File: config.mk
export PLATFORM = sky130hd
export DESIGN_NAME = a_mem
export DESIGN_NICKNAME = d
export VERILOG_FILES = /design/src/logic/ctrl_pkg.sv /design/src/logic/a_mem.sv /design/src/logic/delay_line.sv
export SDC_FILE = /design/constraint.sdc
export NUM_CORES = 1
export LEC_CHECK = 0
export BUFFER_PORTS_ARGS = -buffer_cell sky130_fd_sc_hd__clkbuf_2
export CAP_MARGIN = 10
export CORE_MARGIN = 2
export CORE_UTILIZATION = 60
export DETAILED_ROUTE_END_ITERATION = 6
export PLACE_DENSITY = 0.76
export SYNTH_ARGS = -nofsm -noshare
export SYNTH_HDL_FRONTEND = slang
export SYNTH_SLANG_ARGS = --single-unit
File: constraint.sdc
create_clock -name clock -period 4.3 [get_ports clock]
set_input_delay 0.86 -clock clock [delete_from_list [all_inputs] [get_ports clock]]
set_output_delay 0.86 -clock clock [all_outputs]
set_load 0.01 [all_outputs]
File: src/logic/ctrl_pkg.sv
package ctrl_pkg;

    // ####################
    // widths and sizes
    // ####################

    localparam int INSTR_WIDTH       = 24;
    localparam int OPCODE_WIDTH      = 4;
    localparam int D_OPERAND_WIDTH   = 8;
    localparam int A_OPERAND_WIDTH   = 6;
    localparam int B_OPERAND_WIDTH   = 6;

    localparam int I_ADDR_WIDTH      = 8;
    localparam int I_DEPTH           = 256;

    localparam int A_WORD_WIDTH      = 24;
    localparam int A_ADDR_WIDTH      = 6;
    localparam int A_DEPTH           = 64;

    localparam int THREAD_COUNT      = 8;
    localparam int THREAD_ADDR_WIDTH = 3;
    localparam int THREAD_STRIDE     = 32;

    // stage depths, plus one mem read and one controller cycle, make THREAD_COUNT.
    localparam int PC_PIPE_DEPTH      = 1;
    localparam int I_TAP_PIPE_DEPTH   = 1;
    localparam int TAP_AB_PIPE_DEPTH  = 2;
    localparam int AB_READ_PIPE_DEPTH = 2;

    // ####################
    // types
    // ####################

    typedef enum logic [OPCODE_WIDTH-1:0] {
        OP_NOP = 4'd0,
        OP_JMP = 4'd1,
        OP_JZ  = 4'd2,
        OP_JNZ = 4'd3,
        OP_IWR = 4'd8,
        OP_AWR = 4'd9
    } opcode_t;

    typedef logic [I_ADDR_WIDTH-1:0] pc_t;
    typedef logic [A_WORD_WIDTH-1:0] a_word_t;

    typedef struct packed {
        opcode_t                    op;
        logic [D_OPERAND_WIDTH-1:0] d;
        logic [A_OPERAND_WIDTH-1:0] a;
        logic [B_OPERAND_WIDTH-1:0] b;
    } instr_t;

    // shared write port into both memories.
    typedef struct packed {
        logic                       wren_other;
        opcode_t                    op;
        logic [D_OPERAND_WIDTH-1:0] addr;
        a_word_t                    data;
    } mem_write_t;

    // start address of each thread.
    localparam pc_t THREAD_BASE [THREAD_COUNT] = '{
        pc_t'(0 * THREAD_STRIDE),
        pc_t'(1 * THREAD_STRIDE),
        pc_t'(2 * THREAD_STRIDE),
        pc_t'(3 * THREAD_STRIDE),
        pc_t'(4 * THREAD_STRIDE),
        pc_t'(5 * THREAD_STRIDE),
        pc_t'(6 * THREAD_STRIDE),
        pc_t'(7 * THREAD_STRIDE)
    };

endpackage

File: src/logic/a_mem.sv
`timescale 1ns/1ps

module a_mem
    import ctrl_pkg::*;
(
    input  logic                    clock,
    input  logic                    arst_n,
    input  mem_write_t              write_port,
    input  logic [A_ADDR_WIDTH-1:0] read_addr,
    output a_word_t                 read_data
);

    logic    wren;
    a_word_t mem [A_DEPTH];
    a_word_t read_q;

    // ####################
    // write enable
    // ####################

    assign wren = write_port.wren_other && (write_port.op == OP_AWR);

    // ####################
    // storage
    // ####################

    always_ff @(posedge clock) begin
        if (wren) begin
            mem[write_port.addr[A_ADDR_WIDTH-1:0]] <= write_port.data;
        end
    end

    always_ff @(posedge clock) begin
        read_q <= mem[read_addr];
    end

    // ####################
    // alignment
    // ####################

    // address comes from the tap stage; the word is needed at operand read.
    delay_line
    #(
        .T      (a_word_t),
        .DEPTH  (TAP_AB_PIPE_DEPTH + AB_READ_PIPE_DEPTH - 1)
    )
    align_pipe
    (
        .clock      (clock),
        .arst_n     (arst_n),
        .in_data    (read_q),
        .out_data   (read_data)
    );

endmodule

File: src/logic/delay_line.sv
`timescale 1ns/1ps

module delay_line
#(
    parameter type T     = logic,
    parameter int  DEPTH = 1
)
(
    input  logic clock,
    input  logic arst_n,
    input  T     in_data,
    output T     out_data
);

    generate
        if (DEPTH == 0) begin : g_bypass
            assign out_data = in_data;
        end else begin : g_chain
            T stage [DEPTH];

            always_ff @(posedge clock or negedge arst_n) begin
                if (!arst_n) begin
                    for (int i = 0; i < DEPTH; i++) begin
                        stage[i] <= T'(0);
                    end
                end else begin
                    stage[0] <= in_data;
                    for (int i = 1; i < DEPTH; i++) begin
                        stage[i] <= stage[i-1];
                    end
                end
            end

            // last stage is the output.
            assign out_data = stage[DEPTH-1];
        end
    endgenerate

endmodule

; Word level (Yosys, flattened, before mapping)
; Memories as Yosys holds them, arrays and structs flattened. A register that Yosys moved wholly into a read port is not among the register bits.
; Cells that the tools add are included.
[totals]
inputBits = 45
ff_bits = 72
memories = 1
ram_bits = 1536
[classes]
n_reduce_logical = 1
mux = 2
n_eq_ne = 1
[mem_list]
columns = memory, depth, width, read_ports, rd_ports_with_merged_regs, write_ports, line
row1 = mem, 64, 24, 1, 1, 1, a_mem.sv:14  ; a_word_t mem [A_DEPTH];
[ops]
columns = operator, count
row1 = "== test 4 bit, second input constant", 1
row2 = 2-to-1 mux 1 bit, 2
row3 = logical AND 1 bit, 1

; Depth between registers and ports, before layout
; Gate-level depths: netlist (run 1).
[logic_depth]
depth_word = 4
mapped_depth = 10
ltp_nobuf = 5

; Modules after synthesis
; A second synthesis (run 1) with hierarchy kept.
[hier_totals]
cells_unflattened = 2654
hier_area_um2 = 61167.4
[by_module_without_submodules]
columns = module, area_per_inst_um2, cells_each, n_inst
row1 = a_mem, 59185.5, 2558, 1
row2 = delay_line, 1981.9, 96, 1

; Worst setup path after synthesis (run 1)
; OpenSTA, ideal clock, no wires.
[synth_path]
path_kind = in2reg
from = in write_port[29] (netlist name)
to = mem mem[35][0] (netlist name), enable pin
path_stages = 4
t_required_ps = 3895
setup_slack_ps = 1158
n_path_buf = 2
t_arrival_ps = 2737
setup_time_ps = 405
cell_sequence = clkbuf_1 or3b_2 clkbuf_1 nor2_1
[synth_lines]
columns = element, line
row1 = from (decl), a_mem.sv:8  ; input mem_write_t write_port,
row2 = to (decl), a_mem.sv:14
; No word-level cell before the write port.

==> impl_summary.md, run 1 <==
Outcome
The flow ran to the end, and the final reports show no timing, DRC or antenna violations.

Placement
The number of I/O port buffers is 66. Routability-driven placement finished with a final weighted congestion of 0.790. The HPWL reported at the end of detailed placement is 77.2 mm.

Synthesis
The dominant synthesized flop cell is sky130_fd_sc_hd__edfxtp_1. Yosys mapped a number of flops with a built-in enable equal to 1536. Of the post-synthesis cell area, the dominant cell type holds 75.0%. The cell taking the most area after synthesis is sky130_fd_sc_hd__edfxtp_1.

The synthesis warning total is 0. Ranked by total cell area, the synthesized netlist is headed by sky130_fd_sc_hd__edfxtp_1, sky130_fd_sc_hd__mux4_2, sky130_fd_sc_hd__dfrtp_1, sky130_fd_sc_hd__mux2_2, sky130_fd_sc_hd__mux2i_1. In this run, synthesis produced a sequential element count of 1632. The mean area per synthesized cell is 22.4 µm². For this run, asynchronously set or reset flops after synthesis account for 4.41%.

The cell area after synthesis is 61500 µm². The sequential-to-total area share from yosys stat is 78.7%. In this run, distinct cell masters in the synthesized netlist total 41. The total nets after synthesis is 2786. The synthesized instance count is 2741.

Clock tree
CTS built an H-tree with a depth of 4. At the later pin of the worst-skew pair, clock insertion delay measures 0.77 ns. Once the clock tree was built, the setup fixing pass inserted 0 buffers. Clock tree synthesis inserted a total of 156 buffers. The number of hold buffers added after CTS was 0. The number of clock sinks is 1632. The tree is rooted in a sky130_fd_sc_hd__clkbuf_16.

The clock tree from TritonCTS is yes. The number of resized instances in the post-cts repair step is 0. The post-CTS clock slew at the launch and capture registers of the worst setup and hold paths is 0.07 ns. The maximum number of buffers from clock root to sink is 3.

Worst setup path
In this run the worst setup path begins at read_addr[1]. The endpoint arrival time on the critical path is 3.47 ns. The sort of element at the start of the critical path is an input pin. Counting both buffers and inverters, the worst setup path holds a total of 3. STA classifies the critical path endpoint as a flip-flop. Traced cell by cell, the critical path runs through buf_8 > buf_4 > buf_12 > mux4_2 > nand2_1 > nand2_1 > o21ai_0 > o31ai_1. Along the worst path, the maximum fanout reaches 59.

Among the stages of the critical path, the cell type that occurs most often is sky130_fd_sc_hd__nand2_1. The endpoint required time on the critical path is 4.91 ns. For this run, the slowest stage of the critical path takes 0.59 ns. The setup path with the least slack is of type in -> reg. The cell with the largest stage delay on the worst path is sky130_fd_sc_hd__mux4_2. In this run the critical register-to-register path is launched from mem[59][9]$_DFFE_PP_. The kind of cell with the highest combined delay along the critical path is buffers and inverters.

Global route
The total overflow left after global routing is 0. The first global-routing pass estimated 204 mm of wire. The number of global-route vias before repair is 30085. The initial antenna violation count is 12. The global-route usage over all layers is 27.5%. Entering global routing, the biggest net connects 80 pins.

Power
VDD sags by at most 475 µV. For this design the static power due to leakage is 22.0 nW. For this design the ratio of total power to cell area is 471 nW/µm².

Die
The core region is 102000 µm². The initial cell density of the core is 60.5%. The number of top-level pins is 69. The die area is 105000 µm². The number of standard-cell rows in the floorplan is 117. From left edge to right edge, the die measures 324 µm. The die span in y is 324 µm.

Finish
For this run, the share of the core covered by cells in the final layout is 67.8%. The filler cells instantiated in the layout total 5899. The share of layout cells above drive strength 1 is 30.3%. The layout net count is 2974.

The area growth from synthesis to layout is 12.1%.

STA
The post-route clock period utilization is 66.4%. The max-slew violation count was 0. The worst-margin pin slew is 1.23 ns.

The final period demand of the worst path is 2.86 ns. The final count of hold timing violations came to 0. For the final database, setup skew stands at 0.0236 ns. Static timing analysis puts the maximum clock frequency at 350 MHz. The final count of negative-setup-slack endpoints is 0. The setup TNS is 0 ns. Setup repair after global routing left no endpoint under its margin. The worst max-slew margin expressed relative to the limit is 17.9%.

Flow run
The tool flagged a number of max-cap violations equal to 0.

Detailed routing
The final routed wire length divided by cell count is 31.8 µm. The count of unresolved DRC violations after routing is 0. The routed wire length is 141 mm. Summing over every cut layer, the via total after detailed routing is 29303. The total iterations of the first detailed-routing run is 5. The post-detailed-route via-to-cell ratio is 6.61. In this run, the number of DRC markers left after iteration 0 of detailed routing was 3838. The count of nets left with antenna violations once routing finished came out at 0.

Hold path
In this run the worst hold path is classified as in -> async.
-- logic make-up (layout without fill, tap and decap cells) --
group | after synthesis | after routing | share of synthesized area, %
AOI/OAI and AO/OA | 204 | 204 | 2.30
other | 0 | 3 | 0
buffers and inverters | 170 | 493 | 1.82
DFF | 1632 | 1632 | 78.7
muxes | 492 | 492 | 15.5
and+or+nand+nor | 243 | 243 | 1.76
-- cells in the mapped netlist, types with 2 or more instances --
cell / count
sky130_fd_sc_hd__o21ai_0: 31
sky130_fd_sc_hd__o211ai_1: 12
sky130_fd_sc_hd__and2_1: 2
sky130_fd_sc_hd__a311oi_1: 12
sky130_fd_sc_hd__nor3_1: 6
sky130_fd_sc_hd__a21oi_1: 22
sky130_fd_sc_hd__mux2i_1: 67
sky130_fd_sc_hd__nand3b_1: 6
sky130_fd_sc_hd__o22ai_1: 33
sky130_fd_sc_hd__a211oi_1: 12
sky130_fd_sc_hd__buf_6: 30
sky130_fd_sc_hd__clkbuf_1: 36
sky130_fd_sc_hd__a22oi_1: 19
sky130_fd_sc_hd__mux2_2: 65
sky130_fd_sc_hd__nor2b_1: 20
sky130_fd_sc_hd__a221oi_1: 29
sky130_fd_sc_hd__nand2_1: 90
sky130_fd_sc_hd__dfrtp_1: 72
sky130_fd_sc_hd__o31ai_1: 19
sky130_fd_sc_hd__nand2b_1: 4
sky130_fd_sc_hd__dfxtp_1: 24
sky130_fd_sc_hd__or3_1: 2
sky130_fd_sc_hd__buf_4: 52
sky130_fd_sc_hd__o21ai_1: 5
sky130_fd_sc_hd__edfxtp_1: 1536
sky130_fd_sc_hd__or3b_2: 2
sky130_fd_sc_hd__nand4b_1: 3
sky130_fd_sc_hd__a221o_1: 5
sky130_fd_sc_hd__o221ai_1: 5
sky130_fd_sc_hd__nand3_1: 24
sky130_fd_sc_hd__nor2_1: 78
sky130_fd_sc_hd__mux4_2: 360
sky130_fd_sc_hd__buf_1: 4
sky130_fd_sc_hd__buf_2: 47
-- area by class of cell --
cell class                      count  area, µm²  share of cell area, %
Clock inverter                     90        838                   1.22
Clock buffer                      203       4250                   6.17
Antenna cell                        3       7.51                 0.0109
Inverter                            1       3.75                0.00544
Tap cell                         1368       1710                   2.48
Timing Repair Buffer              199       1560                   2.26
Multi-Input combinational cell    939      12200                   17.7
Sequential cell                  1632      48400                   70.2
-- registers in the layout, summed over array words and instances (netlist names) --
register,flops
align_pipe.g_chain.stage,48
align_pipe.out_data,24
mem,1536
read_q,24
-- worst paths after layout --
kind                                                          end  slack [ns]  cells after the start
min                        align_pipe.g_chain.stage[57]$_DFF_PN0_        0.26                      1
min in group clock         align_pipe.g_chain.stage[50]$_DFF_PN0_        0.33                      0
max in group asynchronous       align_pipe.out_data[23]$_DFF_PN0_        3.44                      1
max reg2reg                                     read_q[9]$_DFF_P_        1.96                      5
max                                            read_q[13]$_DFF_P_        1.44                      8
min reg2reg                align_pipe.g_chain.stage[50]$_DFF_PN0_        0.33                      0
-- where the power goes --
part           total (mW)  leakage (nW)  switching, mW  internal, mW
Sequential           17.6          14.8         0.0552          17.5
Combinational        1.42          4.74          0.896         0.522
Clock                13.5          2.48           5.79          7.70
-- per-stage QoR --
stage               instances  area (µm²)  power, mW  hold slack [ns]  setup WS (ns)
finish                   4435       69000       32.5            0.259           1.44
global route             4432       68900       33.3            0.333           1.32
CTS                      4430       68900       32.6            0.266           1.46
detailed placement       4137       63800       19.3            0.320          0.725
global placement         4137       63800       19.2            0.323          0.734
floorplan                2741       61500       18.7            0.316           1.16
-- routing by layer --
metal,part of all wire [%],global-route usage (%),up-vias
li1,-,-,11853
met1,36,37.5,15364
met2,49,44.1,1775
met3,11,6.22,297
met4,3.8,10.7,14
met5,0.066,0,-
-- worst register-to-register path, stage by stage (launching register included) --
cell                       delay [ns]
sky130_fd_sc_hd__edfxtp_1        0.33
sky130_fd_sc_hd__mux4_2          0.23
sky130_fd_sc_hd__mux2i_1         0.08
sky130_fd_sc_hd__o21ai_0         0.75
sky130_fd_sc_hd__nand2_1         0.47
sky130_fd_sc_hd__a311oi_1        0.39
-- placed cells by master, fill, tap and decap left out, types with 24 or more instances in the layout --
cell type,instances
sky130_fd_sc_hd__clkbuf_16,160
sky130_fd_sc_hd__mux2_2,65
sky130_fd_sc_hd__clkinv_2,29
sky130_fd_sc_hd__mux4_2,360
sky130_fd_sc_hd__dfrtp_1,72
sky130_fd_sc_hd__buf_4,120
sky130_fd_sc_hd__mux2i_1,67
sky130_fd_sc_hd__clkinv_1,27
sky130_fd_sc_hd__dfxtp_1,24
sky130_fd_sc_hd__clkbuf_1,33
sky130_fd_sc_hd__o21ai_0,31
sky130_fd_sc_hd__nor2_2,65
sky130_fd_sc_hd__edfxtp_1,1536
sky130_fd_sc_hd__nand2_1,90
sky130_fd_sc_hd__clkbuf_2,60
sky130_fd_sc_hd__o22ai_1,33
sky130_fd_sc_hd__a221oi_1,29
sky130_fd_sc_hd__nand3_1,24
Power figures use the tool's default switching activity.
==> run 2: changes to the inputs <==
Settings changed: CORE_UTILIZATION 60 to 56, PLACE_DENSITY 0.76 to 0.75.
Clock period 4.3 ns to 2.45 ns, I/O delays scaled along.
==> impl_summary.md, run 2 (same netlist as run 1, synthesis figures left out) <==
Outcome
Outcome: finished, final reports clean (unchanged).

Finish
The layout overhead on the synthesized area came to 16.1% (was 12.1%). The flip-flop count of the largest register after layout is 1536 (unchanged). The share of the core filled with cells is 65.6% (was 67.8%). The commonest non-fill, non-tap cell in the layout is sky130_fd_sc_hd__edfxtp_1 (unchanged). The number of antenna diodes was 0 (was 3). Commonest cells after routing, fill and taps aside: sky130_fd_sc_hd__edfxtp_1, sky130_fd_sc_hd__mux4_2, sky130_fd_sc_hd__buf_4 (was sky130_fd_sc_hd__edfxtp_1, sky130_fd_sc_hd__mux4_2, sky130_fd_sc_hd__clkbuf_16). The post-layout instance count excluding filler cells came to 4621 (was 4435). The layout filler cell count came to 6512 (was 5899). The share of layout cells above drive strength 1 is 33.3% (was 30.3%). The layout net count is 3122 (was 2974).

Detailed routing
The count of unresolved DRC violations after routing came to 0 (unchanged). The routed wire length is 141 mm (about the same). The total iterations of the first detailed-routing run is 5 (unchanged). The final routed wire length divided by cell count was 30.5 µm (was 31.8 µm). The total via count in the routed design is 29721 (was 29303). The DRC marker count from the first detailed-route iteration is 4193 (was 3838). The post-detailed-route via-to-cell ratio is 6.43 (was 6.61). The final antenna-violating net count came to 0 (unchanged).

Clock tree
The latest clock arrival within the worst-skew pair is 0.77 ns (about the same). The post-CTS clock slew at the launch and capture registers of the worst setup and hold paths was 0.06 ns (was 0.07 ns). The root buffer selected by CTS is sky130_fd_sc_hd__clkbuf_16 (unchanged). The level count of the clock H-tree is 4 (unchanged). The number of clock sinks came to 1632 (unchanged). The maximum number of buffers from clock root to sink came to 3 (unchanged). The CTS buffer count is 156 (unchanged). The clock tree from TritonCTS was yes (unchanged). The post-cts hold buffer count is 1 (was 0). The number of buffers inserted to repair setup after CTS is 0 (unchanged).

The number of resized instances in the post-cts repair step came to 0 (unchanged).

STA
The final count of negative-setup-slack endpoints is 0 (unchanged). The largest clock skew in the final design is 0.0304 ns (was 0.0236 ns). The worst path setup slack after routing is 0.0690 ns (was 1.44 ns). The max-slew violation count is 0 (unchanged).

The worst-margin pin slew came to 1.20 ns (was 1.23 ns). Setup repair after global routing missed its margin: false (unchanged). The final count of hold timing violations came to 0 (unchanged). Dividing the final minimum period by the clock period gives 97.2%. The worst max-slew margin expressed relative to the limit was 19.7% (was 17.9%).

The final period demand of the worst path is 2.38 ns. For this run, the top clock speed supported by timing is 420 MHz. The setup TNS is 0 ns (unchanged).

Die
The initial cell density of the core is 56.5% (was 60.5%). The die span in y is 335 µm (was 324 µm). The number of top-level pins is 69 (unchanged).

The number of standard-cell rows in the floorplan is 121 (was 117). The core area was 109000 µm² (was 102000 µm²). The die area is 113000 µm² (was 105000 µm²). The die span in x came to 335 µm (was 324 µm).

Worst setup path
The class of the most critical setup path is reg -> reg (was in -> reg). The maximum net fanout on the critical path came to 1 (was 59). The endpoint arrival time on the critical path is 2.95 ns (was 3.47 ns).

The endpoint required time on the critical path is 3.02 ns (was 4.91 ns). The logic depth of the worst register-to-register path is 7 (was 5). The element type at the critical path end was a flip-flop (unchanged). The sort of element at the start of the critical path is a flip-flop (was input pin).

Power
The worst ir drop on vdd was 657 µV (was 475 µV). The leakage power of the design is 23.1 nW (was 22.0 nW). The power per cell area was 804 nW/µm² (was 471 nW/µm²).

Global route
The initial antenna violation count came to 1 (was 12). The final global-route overflow total is 0 (unchanged). The global-route usage over all layers came to 25.6% (was 27.5%). The first-pass GRT wire length is 207 mm (was 204 mm). The number of global-route vias before repair is 31259 (was 30085). The largest net degree at the start of global routing was 73 (was 80).

Hold path
The number of stages on the worst hold path is 1. The class of the tightest hold or removal check is in -> reg (was in -> async).

Placement
The HPWL reported at the end of detailed placement is 80.9 mm (was 77.2 mm). The number of cells after detailed placement came to 4330 (was 4137). The number of I/O port buffers is 66 (unchanged). The worst setup slack after placement is -0.301 ns (was 0.725 ns).

The last weighted congestion value of the routability-driven placer came to 0.848 (was 0.790).

Flow run
The number of violations of the max-capacitance limit is 0 (unchanged).
run 2: cell types whose count changed in the layout (fill, tap and decap cells not counted), sizes merged:
cell,change
buf,+147
bufinv,+2
clkinv,-2
clkinvlp,-5
diode,-3
dlygate4sd3,+1
run 2: cell type report:
| type | count | area [µm²] | area share (%) |
|---|---|---|---|
| timing repair buffer | 347 | 3960 | 5.54 |
| clock inverter | 85 | 850 | 1.19 |
| inverter | 1 | 3.75 | 0.00526 |
| sequential | 1632 | 48400 | 67.8 |
| multi-input combinational | 939 | 12200 | 17.0 |
| tap | 1414 | 1770 | 2.48 |
| clock buffer | 203 | 4270 | 5.97 |
run 2: final timing paths:
kind / from / to / slack (ns)
worst min-delay path: write_port[13] / mem[50][13]$_DFFE_PP_ / 0.24
worst min register to register: read_q[16]$_DFF_P_ / align_pipe.g_chain.stage[64]$_DFF_PN0_ / 0.33
min in group asynchronous: arst_n / align_pipe.g_chain.stage[29]$_DFF_PN0_ / 0.46
max in group asynchronous: arst_n / align_pipe.out_data[10]$_DFF_PN0_ / 1.35
worst max-delay path: mem[62][21]$_DFFE_PP_ / read_q[21]$_DFF_P_ / 0.07
worst max register to register: mem[62][21]$_DFFE_PP_ / read_q[21]$_DFF_P_ / 0.07
run 2: through the flow:
stage	power, mW	cell area (µm²)	hold slack (ns)
2_1_floorplan	32.8	61600	0.194
3_3_place_gp	34.1	66300	0.326
3_5_place_dp	34.2	66300	0.324
4_1_cts	57.7	71400	0.203
5_1_grt	58.9	71400	0.241
6_report	57.4	71400	0.243
run 2: metal layers:
layer	vias to the layer above	GRT usage (%)	wire length, µm
met3	243	5.33	14600
met1	15572	34.7	51500
li1	12160	-	-
met4	2	9.60	4730
met2	1744	41.5	70200
met5	-	0	11
run 2: power breakdown:
part           switching (mW)  internal, mW
sequential             0.0945          30.7
clock                    10.1          13.7
combinational            1.65          1.15
run 2: critical path, stage by stage, from the launching register on:
cell	delay, ns
sky130_fd_sc_hd__edfxtp_1	0.35
sky130_fd_sc_hd__mux4_2	0.48
sky130_fd_sc_hd__a221oi_1	0.47
sky130_fd_sc_hd__o21ai_0	0.20
sky130_fd_sc_hd__buf_4	0.19
sky130_fd_sc_hd__nand2_1	0.25
sky130_fd_sc_hd__buf_4	0.18
sky130_fd_sc_hd__a311oi_1	0.06
